===== src/common/uart_pkg.sv =====
// Fixed 8N1 frame, MSB first; the bit period comes from outside and is shared by both directions.
package uart_pkg;

	// ~~~~~~~~~~~~~~~~~~~~~~~~~~~~~~~~~~~~~~~~~~~~~~~~~~~~~~~~~~~~
	// Sizes
	// ~~~~~~~~~~~~~~~~~~~~~~~~~~~~~~~~~~~~~~~~~~~~~~~~~~~~~~~~~~~~
	localparam int PERIOD_BITS    = 20;                 // Bit period counter width.
	localparam int DATA_BITS      = 8;
	localparam int BIT_IDX_BITS   = $clog2(DATA_BITS);  // Selects one data bit.
	localparam int FILTER_LEN     = 8;                  // Equal samples to move the line.
	localparam int FIFO_DEPTH     = 4;
	localparam int FIFO_ADDR_BITS = 2;

	// ~~~~~~~~~~~~~~~~~~~~~~~~~~~~~~~~~~~~~~~~~~~~~~~~~~~~~~~~~~~~
	// Types
	// ~~~~~~~~~~~~~~~~~~~~~~~~~~~~~~~~~~~~~~~~~~~~~~~~~~~~~~~~~~~~
	typedef logic [PERIOD_BITS-1:0] period_t;  // Cycles per bit, unsigned.

	typedef struct packed {
		logic                 vld;   // One-cycle strobe.
		logic [DATA_BITS-1:0] data;  // Held after the strobe.
	} byte_frame_t;

	// Frame states, data states are consecutive from D7 down to D0.
	typedef enum logic [3:0] {
		ST_IDLE  = 4'h0,
		ST_START = 4'h1,
		ST_D7    = 4'h2,
		ST_D6    = 4'h3,
		ST_D5    = 4'h4,
		ST_D4    = 4'h5,
		ST_D3    = 4'h6,
		ST_D2    = 4'h7,
		ST_D1    = 4'h8,
		ST_D0    = 4'h9,
		ST_STOP  = 4'ha,
		ST_DONE  = 4'hf   // Receiver only.
	} uart_state_t;

endpackage


===== src/design/byte_fifo.sv =====
// Writes on every strobe and drops a write when full; pops one byte per transmitter idle window.
module byte_fifo (
	input  logic                           clk_sys,
	input  logic                           rst_n,
	input  uart_pkg::byte_frame_t          rx_frame,
	input  logic                           tx_busy,
	output logic                           tx_start,
	output logic [uart_pkg::DATA_BITS-1:0] tx_data
);

	logic [uart_pkg::DATA_BITS-1:0]      mem [uart_pkg::FIFO_DEPTH];
	logic [uart_pkg::FIFO_ADDR_BITS-1:0] wr_ptr;
	logic [uart_pkg::FIFO_ADDR_BITS-1:0] rd_ptr;
	logic [uart_pkg::FIFO_ADDR_BITS:0]   count;
	logic                                push;
	logic                                pop;

	assign push = rx_frame.vld && (count != (uart_pkg::FIFO_ADDR_BITS+1)'(uart_pkg::FIFO_DEPTH));

	// Busy shows up one cycle late, so skip the cycle after a start.
	assign pop = (count != '0) && !tx_busy && !tx_start;

	// ~~~~~~~~~~~~~~~~~~~~~~~~~~~~~~~~~~~~~~~~~~~~~~~~~~~~~~~~~~~~
	// Pointers and count
	// ~~~~~~~~~~~~~~~~~~~~~~~~~~~~~~~~~~~~~~~~~~~~~~~~~~~~~~~~~~~~
	always_ff @(posedge clk_sys or negedge rst_n) begin
		if (!rst_n) begin
			wr_ptr   <= '0;
			rd_ptr   <= '0;
			count    <= '0;
			tx_start <= 1'b0;
		end else begin
			if (push) begin
				wr_ptr <= wr_ptr + 1'b1;  // Wraps at depth.
			end
			if (pop) begin
				rd_ptr <= rd_ptr + 1'b1;
			end
			case ({push, pop})
				2'b10:   count <= count + 1'b1;
				2'b01:   count <= count - 1'b1;
				default: count <= count;
			endcase
			tx_start <= pop;
		end
	end

	// ~~~~~~~~~~~~~~~~~~~~~~~~~~~~~~~~~~~~~~~~~~~~~~~~~~~~~~~~~~~~
	// Storage
	// ~~~~~~~~~~~~~~~~~~~~~~~~~~~~~~~~~~~~~~~~~~~~~~~~~~~~~~~~~~~~
	always_ff @(posedge clk_sys) begin
		if (push) begin
			mem[wr_ptr] <= rx_frame.data;
		end
		if (pop) begin
			tx_data <= mem[rd_ptr];  // Valid with tx_start.
		end
	end

endmodule


===== src/design/uart_echo_top.sv =====
// Echoes each received byte in arrival order; both directions run from one external bit period.
module uart_echo_top (
	input  logic                  clk_sys,
	input  logic                  rst_n,
	input  logic                  rx,
	input  uart_pkg::period_t     tbit_period,
	output logic                  tx,
	output uart_pkg::byte_frame_t rx_frame
);

	logic                           tx_busy;
	logic                           tx_start;
	logic [uart_pkg::DATA_BITS-1:0] tx_data;

	// ~~~~~~~~~~~~~~~~~~~~~~~~~~~~~~~~~~~~~~~~~~~~~~~~~~~~~~~~~~~~
	// Receive, buffer, transmit
	// ~~~~~~~~~~~~~~~~~~~~~~~~~~~~~~~~~~~~~~~~~~~~~~~~~~~~~~~~~~~~
	uart_rx i_uart_rx (
		.clk_sys     (clk_sys),
		.rst_n       (rst_n),
		.rx          (rx),
		.tbit_period (tbit_period),
		.rx_frame    (rx_frame)   // Also brought out for observation.
	);

	byte_fifo i_byte_fifo (
		.clk_sys  (clk_sys),
		.rst_n    (rst_n),
		.rx_frame (rx_frame),
		.tx_busy  (tx_busy),
		.tx_start (tx_start),
		.tx_data  (tx_data)
	);

	uart_tx i_uart_tx (
		.clk_sys     (clk_sys),
		.rst_n       (rst_n),
		.tbit_period (tbit_period),
		.tx_start    (tx_start),
		.tx_data     (tx_data),
		.tx          (tx),
		.tx_busy     (tx_busy)
	);

endmodule


===== src/uart/uart_rx.sv =====
// Period held per frame and above 8 cycles, or single bits never pass the filter; stop bit unchecked.
module uart_rx (
	input  logic                  clk_sys,
	input  logic                  rst_n,
	input  logic                  rx,
	input  uart_pkg::period_t     tbit_period,
	output uart_pkg::byte_frame_t rx_frame
);

	logic [uart_pkg::FILTER_LEN-1:0] rx_shift;
	logic                            rx_filt;
	logic                            rx_filt_q;
	logic                            rx_falling;
	logic                            start_det;
	uart_pkg::uart_state_t           state;
	uart_pkg::period_t               bit_cnt;
	uart_pkg::period_t               mid_point;
	logic                            in_bit;
	logic                            in_data;
	logic                            finish_bit;
	logic [uart_pkg::DATA_BITS-1:0]  rx_bits;
	logic                            frame_vld;
	logic [uart_pkg::DATA_BITS-1:0]  frame_data;

	// ~~~~~~~~~~~~~~~~~~~~~~~~~~~~~~~~~~~~~~~~~~~~~~~~~~~~~~~~~~~~
	// Glitch filter and edge detect
	// ~~~~~~~~~~~~~~~~~~~~~~~~~~~~~~~~~~~~~~~~~~~~~~~~~~~~~~~~~~~~
	always_ff @(posedge clk_sys or negedge rst_n) begin
		if (!rst_n) begin
			rx_shift  <= '1;
			rx_filt   <= 1'b1;
			rx_filt_q <= 1'b1;
		end else begin
			rx_shift  <= {rx_shift[uart_pkg::FILTER_LEN-2:0], rx};
			if (&rx_shift) begin
				rx_filt <= 1'b1;
			end else if (~|rx_shift) begin
				rx_filt <= 1'b0;
			end
			rx_filt_q <= rx_filt;
		end
	end

	assign rx_falling = !rx_filt && rx_filt_q;

	// A new start may follow DONE directly on back-to-back frames.
	assign start_det = rx_falling && ((state == uart_pkg::ST_IDLE) ||
		(state == uart_pkg::ST_DONE));

	// ~~~~~~~~~~~~~~~~~~~~~~~~~~~~~~~~~~~~~~~~~~~~~~~~~~~~~~~~~~~~
	// Frame FSM
	// ~~~~~~~~~~~~~~~~~~~~~~~~~~~~~~~~~~~~~~~~~~~~~~~~~~~~~~~~~~~~
	always_ff @(posedge clk_sys or negedge rst_n) begin
		if (!rst_n) begin
			state <= uart_pkg::ST_IDLE;
		end else begin
			case (state)
				uart_pkg::ST_IDLE, uart_pkg::ST_DONE: begin
					state <= start_det ? uart_pkg::ST_START : uart_pkg::ST_IDLE;
				end
				uart_pkg::ST_START, uart_pkg::ST_D7, uart_pkg::ST_D6,
				uart_pkg::ST_D5, uart_pkg::ST_D4, uart_pkg::ST_D3,
				uart_pkg::ST_D2, uart_pkg::ST_D1, uart_pkg::ST_D0: begin
					if (finish_bit) begin
						state <= uart_pkg::uart_state_t'(state + 4'd1);  // Next bit.
					end
				end
				uart_pkg::ST_STOP: begin
					if (finish_bit) begin
						state <= uart_pkg::ST_DONE;
					end
				end
				default: state <= uart_pkg::ST_IDLE;
			endcase
		end
	end

	assign in_bit  = (state >= uart_pkg::ST_START) && (state <= uart_pkg::ST_STOP);
	assign in_data = (state >= uart_pkg::ST_D7) && (state <= uart_pkg::ST_D0);

	// ~~~~~~~~~~~~~~~~~~~~~~~~~~~~~~~~~~~~~~~~~~~~~~~~~~~~~~~~~~~~
	// Bit timer
	// ~~~~~~~~~~~~~~~~~~~~~~~~~~~~~~~~~~~~~~~~~~~~~~~~~~~~~~~~~~~~
	always_ff @(posedge clk_sys or negedge rst_n) begin
		if (!rst_n) begin
			bit_cnt <= '0;
		end else if (start_det) begin
			bit_cnt <= uart_pkg::period_t'(1);  // Edge cycle is the first start sample.
		end else if (finish_bit || !in_bit) begin
			bit_cnt <= '0;
		end else begin
			bit_cnt <= bit_cnt + uart_pkg::period_t'(1);
		end
	end

	assign finish_bit = in_bit && (bit_cnt == tbit_period - uart_pkg::period_t'(1));
	assign mid_point  = (tbit_period >> 1) - uart_pkg::period_t'(1);

	// ~~~~~~~~~~~~~~~~~~~~~~~~~~~~~~~~~~~~~~~~~~~~~~~~~~~~~~~~~~~~
	// Mid-bit sampling and output
	// ~~~~~~~~~~~~~~~~~~~~~~~~~~~~~~~~~~~~~~~~~~~~~~~~~~~~~~~~~~~~
	always_ff @(posedge clk_sys) begin
		if (in_data && (bit_cnt == mid_point)) begin
			rx_bits <= {rx_bits[uart_pkg::DATA_BITS-2:0], rx_filt};  // MSB arrives first.
		end
		if (state == uart_pkg::ST_DONE) begin
			frame_data <= rx_bits;
		end
	end

	always_ff @(posedge clk_sys or negedge rst_n) begin
		if (!rst_n) begin
			frame_vld <= 1'b0;
		end else begin
			frame_vld <= (state == uart_pkg::ST_DONE);
		end
	end

	assign rx_frame = '{vld: frame_vld, data: frame_data};

endmodule


===== src/uart/uart_tx.sv =====
// Period held per frame and at least 4; tx_start is taken only while tx_busy is low.
module uart_tx (
	input  logic                           clk_sys,
	input  logic                           rst_n,
	input  uart_pkg::period_t              tbit_period,
	input  logic                           tx_start,
	input  logic [uart_pkg::DATA_BITS-1:0] tx_data,
	output logic                           tx,
	output logic                           tx_busy
);

	uart_pkg::uart_state_t                 state;
	uart_pkg::uart_state_t                 state_nxt;
	uart_pkg::period_t                     bit_cnt;
	logic                                  in_bit;
	logic                                  finish_bit;
	logic [uart_pkg::DATA_BITS-1:0]        tx_byte;
	logic [3:0]                            state_ofs;
	logic [uart_pkg::BIT_IDX_BITS-1:0]     bit_idx;
	logic                                  line_nxt;

	// ~~~~~~~~~~~~~~~~~~~~~~~~~~~~~~~~~~~~~~~~~~~~~~~~~~~~~~~~~~~~
	// Frame FSM
	// ~~~~~~~~~~~~~~~~~~~~~~~~~~~~~~~~~~~~~~~~~~~~~~~~~~~~~~~~~~~~
	always_comb begin
		state_nxt = state;
		case (state)
			uart_pkg::ST_IDLE: begin
				if (tx_start) begin
					state_nxt = uart_pkg::ST_START;
				end
			end
			uart_pkg::ST_START, uart_pkg::ST_D7, uart_pkg::ST_D6,
			uart_pkg::ST_D5, uart_pkg::ST_D4, uart_pkg::ST_D3,
			uart_pkg::ST_D2, uart_pkg::ST_D1, uart_pkg::ST_D0: begin
				if (finish_bit) begin
					state_nxt = uart_pkg::uart_state_t'(state + 4'd1);
				end
			end
			uart_pkg::ST_STOP: begin
				if (finish_bit) begin
					state_nxt = uart_pkg::ST_IDLE;
				end
			end
			default: state_nxt = uart_pkg::ST_IDLE;
		endcase
	end

	// Line level for the coming state, so tx leaves a flop.
	always_comb begin
		state_ofs = uart_pkg::ST_D0 - state_nxt;
		bit_idx   = state_ofs[uart_pkg::BIT_IDX_BITS-1:0];  // D7 maps to bit 7.
		if (state_nxt == uart_pkg::ST_START) begin
			line_nxt = 1'b0;
		end else if (state_nxt inside {[uart_pkg::ST_D7:uart_pkg::ST_D0]}) begin
			line_nxt = tx_byte[bit_idx];
		end else begin
			line_nxt = 1'b1;  // Idle and stop.
		end
	end

	always_ff @(posedge clk_sys or negedge rst_n) begin
		if (!rst_n) begin
			state <= uart_pkg::ST_IDLE;
			tx    <= 1'b1;
		end else begin
			state <= state_nxt;
			tx    <= line_nxt;
		end
	end

	always_ff @(posedge clk_sys) begin
		if ((state == uart_pkg::ST_IDLE) && tx_start) begin
			tx_byte <= tx_data;
		end
	end

	// ~~~~~~~~~~~~~~~~~~~~~~~~~~~~~~~~~~~~~~~~~~~~~~~~~~~~~~~~~~~~
	// Bit timer
	// ~~~~~~~~~~~~~~~~~~~~~~~~~~~~~~~~~~~~~~~~~~~~~~~~~~~~~~~~~~~~
	assign in_bit     = (state != uart_pkg::ST_IDLE);
	assign finish_bit = in_bit && (bit_cnt == tbit_period - uart_pkg::period_t'(1));

	always_ff @(posedge clk_sys or negedge rst_n) begin
		if (!rst_n) begin
			bit_cnt <= '0;
		end else if (finish_bit || !in_bit) begin
			bit_cnt <= '0;
		end else begin
			bit_cnt <= bit_cnt + uart_pkg::period_t'(1);
		end
	end

	assign tx_busy = in_bit;  // Drops the cycle after stop.

endmodule

===== config.mk =====
export PLATFORM = sky130hd
export DESIGN_NAME = uart_echo_top
export DESIGN_NICKNAME = d
export VERILOG_FILES = /design/src/common/uart_pkg.sv /design/src/design/byte_fifo.sv /design/src/design/uart_echo_top.sv /design/src/uart/uart_rx.sv /design/src/uart/uart_tx.sv
export SDC_FILE = /design/constraint.sdc
export NUM_CORES = 1
export LEC_CHECK = 0
export ABC_AREA = 1
export BUFFER_PORTS_ARGS = -buffer_cell sky130_fd_sc_hd__buf_2
export CELL_PAD_IN_SITES_DETAIL_PLACEMENT = 1
export CELL_PAD_IN_SITES_GLOBAL_PLACEMENT = 1
export CORE_UTILIZATION = 47
export DETAILED_ROUTE_END_ITERATION = 10
export MAX_ROUTING_LAYER = met4
export PLACE_DENSITY_LB_ADDON = 0.1
export SYNTH_ARGS = -nofsm -noshare
export SYNTH_HDL_FRONTEND = slang
export SYNTH_HIERARCHICAL = 1
export SYNTH_SLANG_ARGS = --single-unit
export TNS_END_PERCENT = 100

===== constraint.sdc =====
create_clock -name clk_sys -period 3.55 [get_ports clk_sys]
set_clock_uncertainty 0.1 [all_clocks]
set_input_delay 0.71 -clock clk_sys [delete_from_list [all_inputs] [get_ports clk_sys]]
set_output_delay 0.71 -clock clk_sys [all_outputs]
set_load 0.03 [all_outputs]

# Word-level counts from Yosys, hierarchy flattened
# Memory sizes are Yosys's and may differ from the RTL's. A register that Yosys moved wholly into a read port is not among the register bits.
# Cells that the tools add are included.
# word_totals
inputBits	23
mem_count	1
ramBits	32
wordCells	116
ff_bits	92
# mem_list
name	words	word_bits	read_ports	rd_clocked_by_memory_dff	wr	line	rtl
i_byte_fifo.mem	4	8	1	1	1	byte_fifo.sv:11	logic [uart_pkg::DATA_BITS-1:0] mem [uart_pkg::FIFO_DEPTH];
# op_classes
eq_ne	31
reduce_logical	30
n_lt_le_gt_ge	7
add_sub_neg	11
muxes	20
# ops
op	n
equality test 20 bit	3
2-to-1 mux 20 bit	3
adder 20 x 1 -> 20 bit, second input constant	2
equality test 4 x 3 -> 1 bit, second input constant	8
equality test 4 bit, second input constant	7
case mux 4 bit (3 select lines)	2
2-to-1 mux 4 bit	5
subtractor 19 x 1 -> 20 bit, second input constant	1
subtractor 20 x 1 -> 20 bit, second input constant	1
OR reduction 9 bit	2
equality test 4 x 2 -> 1 bit, second input constant	4
equality test 4 x 1 -> 1 bit, second input constant	3
less-or-equal comparator 4 bit, second input constant	3
logical AND 1 bit	12
adder 4 x 1 -> 4 bit, second input constant	2
greater-or-equal comparator 4 x 2 -> 1 bit, second input constant	2
zero test 4 bit	2
2-to-1 mux 1 bit	8
AND reduction 8 bit	1
OR reduction 8 bit	1
inequality test 2 x 1 -> 1 bit, second input constant	3
case mux 3 bit (2 select lines)	1
adder 2 x 1 -> 2 bit, second input constant	2
greater-or-equal comparator 4 x 1 -> 1 bit, second input constant	1
other kinds (15)	20

# Logic depth before layout (Yosys ltp)
# Gate-level depths: netlist of run 1.
# depth
depth_word	10
depth_mapped	26

# Modules after synthesis
# The synthesis of run 1 kept the hierarchy.
# by_module_without_submodules
mod	cells_each	area_each_um2	seq_area_each_um2	n_inst
uart_rx	480	3731.1	1368.8	1
uart_tx	470	2962.8	867.1	1
byte_fifo	155	1963.1	1401.3	1

# Least setup slack after synthesis of run 1
# OpenSTA, ideal clock, no wires.
# synth_path
path_type	in2reg
startpoint	input port tbit_period[0]
endpoint	register i_uart_tx.tx
arrival_time_ns	3.128
t_required_ns	3.374
path_stages	23
slack_ns	0.246
path_cell_list	inv_1 > ha_1 > nand2_2 > nor2_2 > nand2_2 > xor2_2 > nand2_1 > nor2_1 > nand3_1 > nor2_1 > nand3_1 > ha_1 > or2_2 > nand3_1 > inv_1 > nand2_1 > nand2_1 > nand4_1 > nand2_1 > nand2_1 > nand2_1 > nor2_1 > nor2_1
# synth_via
elab_chain_cells	10
elab_cells_between_ends	15
classes_between	add/sub: 2; order compare: 2; eq/ne: 2; mux: 7; reduce/logical: 2
# synth_rtl
item	line	rtl
from (decl)	uart_echo_top.sv:6	input uart_pkg::period_t tbit_period,
subtractor 20 x 1 -> 20 bit *	uart_tx.sv:82	assign finish_bit = in_bit && (bit_cnt == tbit_period - uart_pkg::period_t'(1));
equality test 20 bit *	uart_tx.sv:82	
logical AND 1 bit *	uart_tx.sv:82	
2-to-1 mux 4 bit (on tied branches)	uart_tx.sv:41, uart_tx.sv:36	
case mux 4 bit (3 select lines) *	uart_tx.sv:27	case (state)
net i_uart_tx.state_nxt[0]	uart_tx.sv:13	uart_pkg::uart_state_t state_nxt;
subtractor 1 x 3 -> 3 bit	uart_tx.sv:51	state_ofs = uart_pkg::ST_D0 - state_nxt;
binary-select mux 1 bit (select 3 bit)	uart_tx.sv:56	line_nxt = tx_byte[bit_idx];
2-to-1 mux 1 bit (implied by the code)	uart_tx.sv:56	
2-to-1 mux 1 bit	uart_tx.sv:55	end else if (state_nxt inside {[uart_pkg::ST_D7:uart_pkg::ST_D0]}) begin
2-to-1 mux 1 bit *	uart_tx.sv:53	if (state_nxt == uart_pkg::ST_START) begin
net i_uart_tx.line_nxt	uart_tx.sv:20	logic line_nxt;
to (signal assigned)	uart_tx.sv:68	tx <= line_nxt;
to (decl)	uart_tx.sv:8	output logic tx,
# Mark *: on every way through the listed nets, which the timed path passes. The rest lies on a longest branch. The select of a mux whose other input is x is not followed.
# A chain may end at the register's enable or synchronous reset.

# Worst setup path in the final report of run 1
# layout_path
startpoint	input port tbit_period[1]
endpoint	register i_uart_tx.tx
# Same word-level chain as after synthesis.

==> results of run 1 <==
## sequential cells by signal, indices dropped and copies added (netlist names)
signal                count
i_uart_tx/state           4
i_uart_rx/rx_filt         1
i_byte_fifo/tx_data       8
i_byte_fifo/tx_start      1
i_byte_fifo/mem          32
i_uart_rx/bit_cnt        20
i_uart_tx/tx              1
i_byte_fifo/count         3
i_uart_rx/frame_vld       1
i_uart_rx/rx_shift        8
i_byte_fifo/rd_ptr        2
i_uart_rx/state           4
i_uart_tx/tx_byte         8
i_uart_rx/rx_filt_q       1
i_byte_fifo/wr_ptr        2
i_uart_tx/bit_cnt        20
i_uart_rx/rx_bits         8
i_uart_rx/frame_data      8
## layer usage
| layer | share of wire (%) | vias to the layer above | track usage, % |
|---|---|---|---|
| li1 | - | 3739 | - |
| met1 | 46 | 3645 | 33.6 |
| met2 | 50 | 73 | 47.0 |
| met3 | 2.4 | 22 | 4.38 |
| met4 | 1.4 | 0 | 7.49 |
| met5 | 0 | - | - |
## synth_stat cells, drive strengths merged (3+ instances only)
| library cell | instances | area (um2) |
|---|---|---|
| nand2 | 304 | 1180 |
| nor2 | 195 | 962 |
| inv | 139 | 527 |
| nand3 | 81 | 438 |
| edfxtp | 64 | 1920 |
| dfrtp | 57 | 1430 |
| o21ai | 50 | 250 |
| xor2 | 41 | 374 |
| xnor2 | 32 | 280 |
| nand4 | 23 | 150 |
| nor3 | 22 | 115 |
| ha | 20 | 250 |
| dfstp | 11 | 289 |
| nand3b | 10 | 75.1 |
| a21oi | 8 | 40.0 |
| buf | 8 | 88.8 |
| clkbuf | 8 | 32.5 |
| nor4 | 8 | 68.8 |
| or2 | 5 | 31.3 |
| nor3b | 3 | 22.5 |
| o21bai | 3 | 22.5 |
| o22ai | 3 | 18.8 |
## per-stage QoR
step | setup TNS [ps] | setup WS, ps | instances
5_1_grt | 0 | 19.3 | 1445
6_report | 0 | 336 | 1445
2_1_floorplan | 0 | 246 | 1105
3_3_place_gp | -100 | -100 | 1413
3_5_place_dp | -240 | -240 | 1413
4_1_cts | 0 | 210 | 1445
## logic make-up after synthesis
group,synth area share [%]
buffers and inverters,7.49
AO/OA/AOI/OAI,4.58
AND/OR/NAND/NOR,35.2
XOR/XNOR,7.56
flip-flops,42.0
adder cells (fa/ha/maj),3.12
## worst max-delay path, cell delays in order
cell	delay, ps
buf_2	130
inv_1	80
ha_4	260
or2_2	90
nand2_1	50
nor2_2	120
nand2_1	70
nor2_1	100
nand3_1	80
nor2_1	90
nand3_1	110
nor2_2	130
nand3_1	90
ha_1	280
or2_2	290
nand3_1	120
buf_4	140
nand2_1	40
nand2_1	60
nand4_1	90
nand2_1	80
nand2_1	50
nand2_1	60
nor2_1	40
nor2_1	90
## area by class of cell
| class | instances | area (um2) | area share [%] |
|---|---|---|---|
| flip-flops and latches | 132 | 3640 | 36.1 |
| clock inverters | 15 | 161 | 1.60 |
| multi-input cells | 818 | 4400 | 43.7 |
| clock buffers | 17 | 425 | 4.22 |
| repair buffers | 95 | 636 | 6.31 |
| inverters | 139 | 527 | 5.23 |
| well taps | 229 | 287 | 2.85 |
## worst paths after layout
path,from,to,slack [ps],depth (start not counted)
min in group asynchronous,rst_n,i_uart_tx/bit_cnt[5],300,1
max reg2reg,i_uart_tx/bit_cnt[7],i_uart_tx/tx,540,19
max,tbit_period[1],i_uart_tx/tx,340,25
max in group asynchronous,rst_n,i_byte_fifo/wr_ptr[1],2410,1
min,i_uart_rx/rx_filt,i_uart_rx/rx_filt_q,270,0
min reg2reg,i_uart_rx/rx_filt,i_uart_rx/rx_filt_q,270,0
## what timing repair did
action,4_1_cts,5_1_grt
resized for setup,0,7
setup endpoints to repair,0,1
setup buffers,0,0
## layout by cell type, fill, tap and decap left out, drive strengths merged, types with 5 or more instances in the layout
master  Yosys  routed
xor2       41      41
inv       139     150
clkbuf      8      17
edfxtp     64      64
dfstp      11      11
nand2     304     304
or2         5       5
xnor2      32      32
nor4        8       8
nor3       22      22
dfrtp      57      57
a21oi       8       8
o21ai      50      50
nand4      23      23
ha         20      20
buf         8      95
nand3b     10      10
nand3      81      81
nor2      195     195
## power by group through the flow
stage	clock network, mW	registers, mW	logic (mW)
final	1.76	1.71	0.684
after global routing	1.85	1.71	0.773
after global placement	0	1.74	0.664
after detailed placement	0	1.74	0.687
after floorplan	0	1.70	0.520
after CTS	1.80	1.71	0.690
==> flow_metrics.tcl, run 1 <==
set metrics [dict create \
    dr.pass1.iters 4 \
    cp-start-kind "input pin" \
    dpl.hpwl_um 18400 \
    fmax_mhz 311 \
    drive_gt1_share_pct 18.3 \
    finalSetupViolations 0 \
    grt_pass1_wl_um 38400 \
    arrival_ps 3470 \
    gp_congestion 0.890 \
    synth_fp_nets 1149 \
    netlist_area_mm2 0.00866 \
    gr-usage-all-layers_pct 27.5 \
    max-clock-path-buffers 2 \
    synth.avg_cell_area_um2 7.83 \
    ys_ff_latch 132 \
    cts_tree "yes" \
    numClockSinks 132 \
    htree_levels 4 \
    antenna_found_initial 0 \
    numCtsBuffers 17 \
    n_fill_cell 2282 \
    synthDistinctLibCells 49 \
    power_switching_mw 1.29 \
    grt_max_degree 69 \
    start_util_pct 48.0 \
    chipHeight_um 138 \
    synth_edf_count 64 \
    status "finished, final reports clean" \
    routedWlPerCell_um 16.4 \
    pwr-share-seq_pct 41.1 \
    vias_per_cell 5.18 \
    hp-class "flop to flop" \
    clock-root-buffer "clkbuf_16" \
    num_io_pins 33 \
    cp_max_fo 4 \
    max_slew_margin_pct 37.5 \
    fin_crit_ps 3210 \
    cap_viol_max_count 0 \
    port_buffers 32 \
    grt_pass1_vias 7795 \
    required_ps 3810 \
    fin_util_pct 55.9 \
    syn_inst 1105 \
    clkSlewWorstSetupHoldPaths_ps 60 \
    rsz0062_at_grt "false" \
    core_mm2 0.0180 \
    die_w_um 138 \
    irDropWorstVdd_v 0.000401 \
    ys_warn_count 6 \
    finalMaxSlewViolations 0 \
    tightest_slew_ps 938 \
    diodes 0 \
    endpoint_kind "flop" \
    p_leak_nw 4.46 \
    ant_nets 0 \
    clkPwrFrac_pct 42.4 \
    rows 49 \
    place_area_mm2 0.00946 \
    hold_viol 0 \
    ys.flop_type "edfxtp_1" \
    num_vias 7479 \
    finalPower_mw 4.16 \
    drtIter0Drc 307 \
    p_per_area_mw_per_mm2 413 \
    yosysSeqAreaShare_pct 42.0 \
    timing.hold.ws_ps 274 \
    wirelength_um 23700 \
    grt-ovfl-total 0 \
    switching_share_pct 31.0 \
    clkLatencyLatePin_ps 430 \
    ys_async_sr_fraction_pct 51.5 \
    die-area_mm2 0.0190 \
    cts_hold_buf 0 \
    comb_power_share_pct 16.5 \
    nets 1247 \
    min_period_over_period_pct 90.5 \
    p_int_mw 2.87 \
    final_cell_area_mm2 0.0101 \
    setup.worst_path.class "input pin to flop" \
    area.growth.synth_to_final_pct 16.3 \
    drc 0 \
]
No activity file was read; power rests on OpenSTA's default activity.
==> run 2: changes to the inputs <==
Settings changed: CORE_ASPECT_RATIO set to 0.75.
==> flow_metrics.tcl, run 2 (synthesized netlist as in run 1, its figures left out) <==
set metrics [dict create \
    cts_hold_buf 0 \
    start_util_pct 48.6 \
    endpoint_kind "flop" \
    n_fill_cell 2211 \
    regArea_mm2 0.00364 \
    tightest_slew_ps 942 \
    drtIter0Drc 498 \
    largest_reg_flops 32 \
    cp_cell_sequence "buf_2 -> inv_1 -> buf_4 -> nand2_2 -> nor2_8 -> xor2_2 -> nand3_1 -> nor2_1 -> nand3_1 -> nor2_2 -> nand3_1 -> ha_1 -> or2_2 -> nand3_2 -> buf_4 -> nand2_1 -> nand2_1 -> nand4_1 -> nand2_1 -> nand2_1 -> nand2_1 -> nor2_1 -> nor2_1" \
    post_cts_buffers 0 \
    hp-class "flop to flop" \
    layoutNonFillerInstCount 1453 \
    p_leak_nw 4.48 \
    cp_slowest_stage_delay_ps 310 \
    numClockSinks 132 \
    fmax_mhz 304 \
    rsz0062_at_grt "false" \
    reg2reg_from "i_uart_tx/bit_cnt[5]" \
    gr-usage-all-layers_pct 29.7 \
    ctsResizeCount 0 \
    min_period_over_period_pct 92.5 \
    cp-start-kind "input pin" \
    reg.largest.list "i_byte_fifo/mem x32, i_uart_rx/bit_cnt x20, i_uart_tx/bit_cnt x20" \
    chipHeight_um 120 \
    final_common_cell "nand2_1" \
    irDropWorstVdd_v 0.000385 \
    num_vias 7596 \
    port_buffers 32 \
    clock-root-buffer "clkbuf_16" \
    area.growth.synth_to_final_pct 17.1 \
    cap_viol_max_count 0 \
    worstHoldStart "i_uart_rx/rx_shift[2]" \
    setup.worst_path.class "input pin to flop" \
    htree_levels 4 \
    die_w_um 159 \
    gp_congestion 0.908 \
    p_per_area_mw_per_mm2 429 \
    hold-path-cell-count 0 \
    finalMaxSlewViolations 0 \
    top_register "i_byte_fifo/mem" \
    grt_pass1_wl_um 42300 \
    final_cell_mix "nand2_1, nor2_1, inv_1" \
    dp_slack_ps -246 \
    hold_viol 0 \
    max_slew_margin_pct 37.2 \
    min_to "i_uart_rx/rx_shift[3]" \
    fin_crit_ps 3280 \
    reg2reg_to "i_uart_tx/tx" \
    clkLatencyLatePin_ps 420 \
    grt-ovfl-total 0 \
    multi_input_area_mm2 0.00442 \
    numCtsBuffers 17 \
    nets 1241 \
    status "finished, final reports clean" \
    clkSlewWorstSetupHoldPaths_ps 60 \
    crit_top_cell "nand2_1" \
    antenna_found_initial 1 \
    finalSetupViolations 0 \
    max-clock-path-buffers 2 \
    cts_tree "yes" \
    fin_ws_ps 265 \
    grt_pass1_vias 8039 \
    arrival_ps 3540 \
    num_io_pins 33 \
    dr.pass1.iters 4 \
    dp.cells 1420 \
    wirelength_um 26000 \
    slowest_stage "or2_2" \
    drive_gt1_share_pct 18.1 \
    r2r_slack_ps 480 \
    required_ps 3800 \
    die-area_mm2 0.0190 \
    rows 42 \
    grt_max_degree 69 \
    routedWlPerCell_um 17.9 \
    reg2reg_depth 24 \
    cp_max_fo 7 \
    dpl.hpwl_um 19400 \
    vias_per_cell 5.23 \
    drc 0 \
    core_mm2 0.0178 \
    ant_nets 0 \
]
[run 2: cell type report]
cell class,count,area share (%)
Multi-Input combinational cell,818,43.6
Sequential cell,132,35.9
Timing Repair Buffer,89,5.95
Inverter,139,5.19
Clock buffer,20,4.94
Tap cell,242,2.99
Clock inverter,12,1.49
Antenna cell,1,0.0247
[run 2: worst max-delay path: cells and delay by family]
family / cells / cell delay, ps
adders and majority gates: 1 / 290
buffers and inverters: 4 / 520
xor gates and xnor gates: 1 / 190
and+or+nand+nor: 17 / 1850
[run 2: worst max path at each step]
stage                    from           end  cells after the start
4_1_cts        tbit_period[0]  i_uart_tx/tx                     24
2_1_floorplan  tbit_period[0]  i_uart_tx/tx                     23
5_1_grt        tbit_period[0]  i_uart_tx/tx                     26
6_report       tbit_period[0]  i_uart_tx/tx                     23
3_3_place_gp   tbit_period[1]  i_uart_tx/tx                     25
3_5_place_dp   tbit_period[0]  i_uart_tx/tx                     25
[run 2: per-layer routing]
layer | global-route usage (%) | vias up | wire (um)
met5 | - | - | 0
met4 | 9.47 | 0 | 414
met3 | 4.63 | 26 | 866
met2 | 46.4 | 129 | 12100
met1 | 39.7 | 3718 | 12700
li1 | - | 3723 | -
[run 2: through the flow]
step / power (mW) / hold slack, ps / area [um2] / util [%] / setup TNS (ps)
floorplan: 2.22 / 259 / 8660 / - / 0
global placement: 2.40 / 264 / 9440 / 53.0 / -101
detailed placement: 2.43 / 268 / 9440 / 53.0 / -246
CTS: 4.38 / 262 / 10100 / 56.7 / 0
global route: 4.52 / 266 / 10100 / 56.9 / 0
finish: 4.36 / 276 / 10100 / 56.9 / 0
[run 2: power by group]
part / leakage (nW) / total, mW / internal, mW / switching (mW)
clock: 0.317 / 1.94 / 1.18 / 0.752
combinational: 2.68 / 0.711 / 0.225 / 0.486
sequential: 1.48 / 1.71 / 1.64 / 0.0657
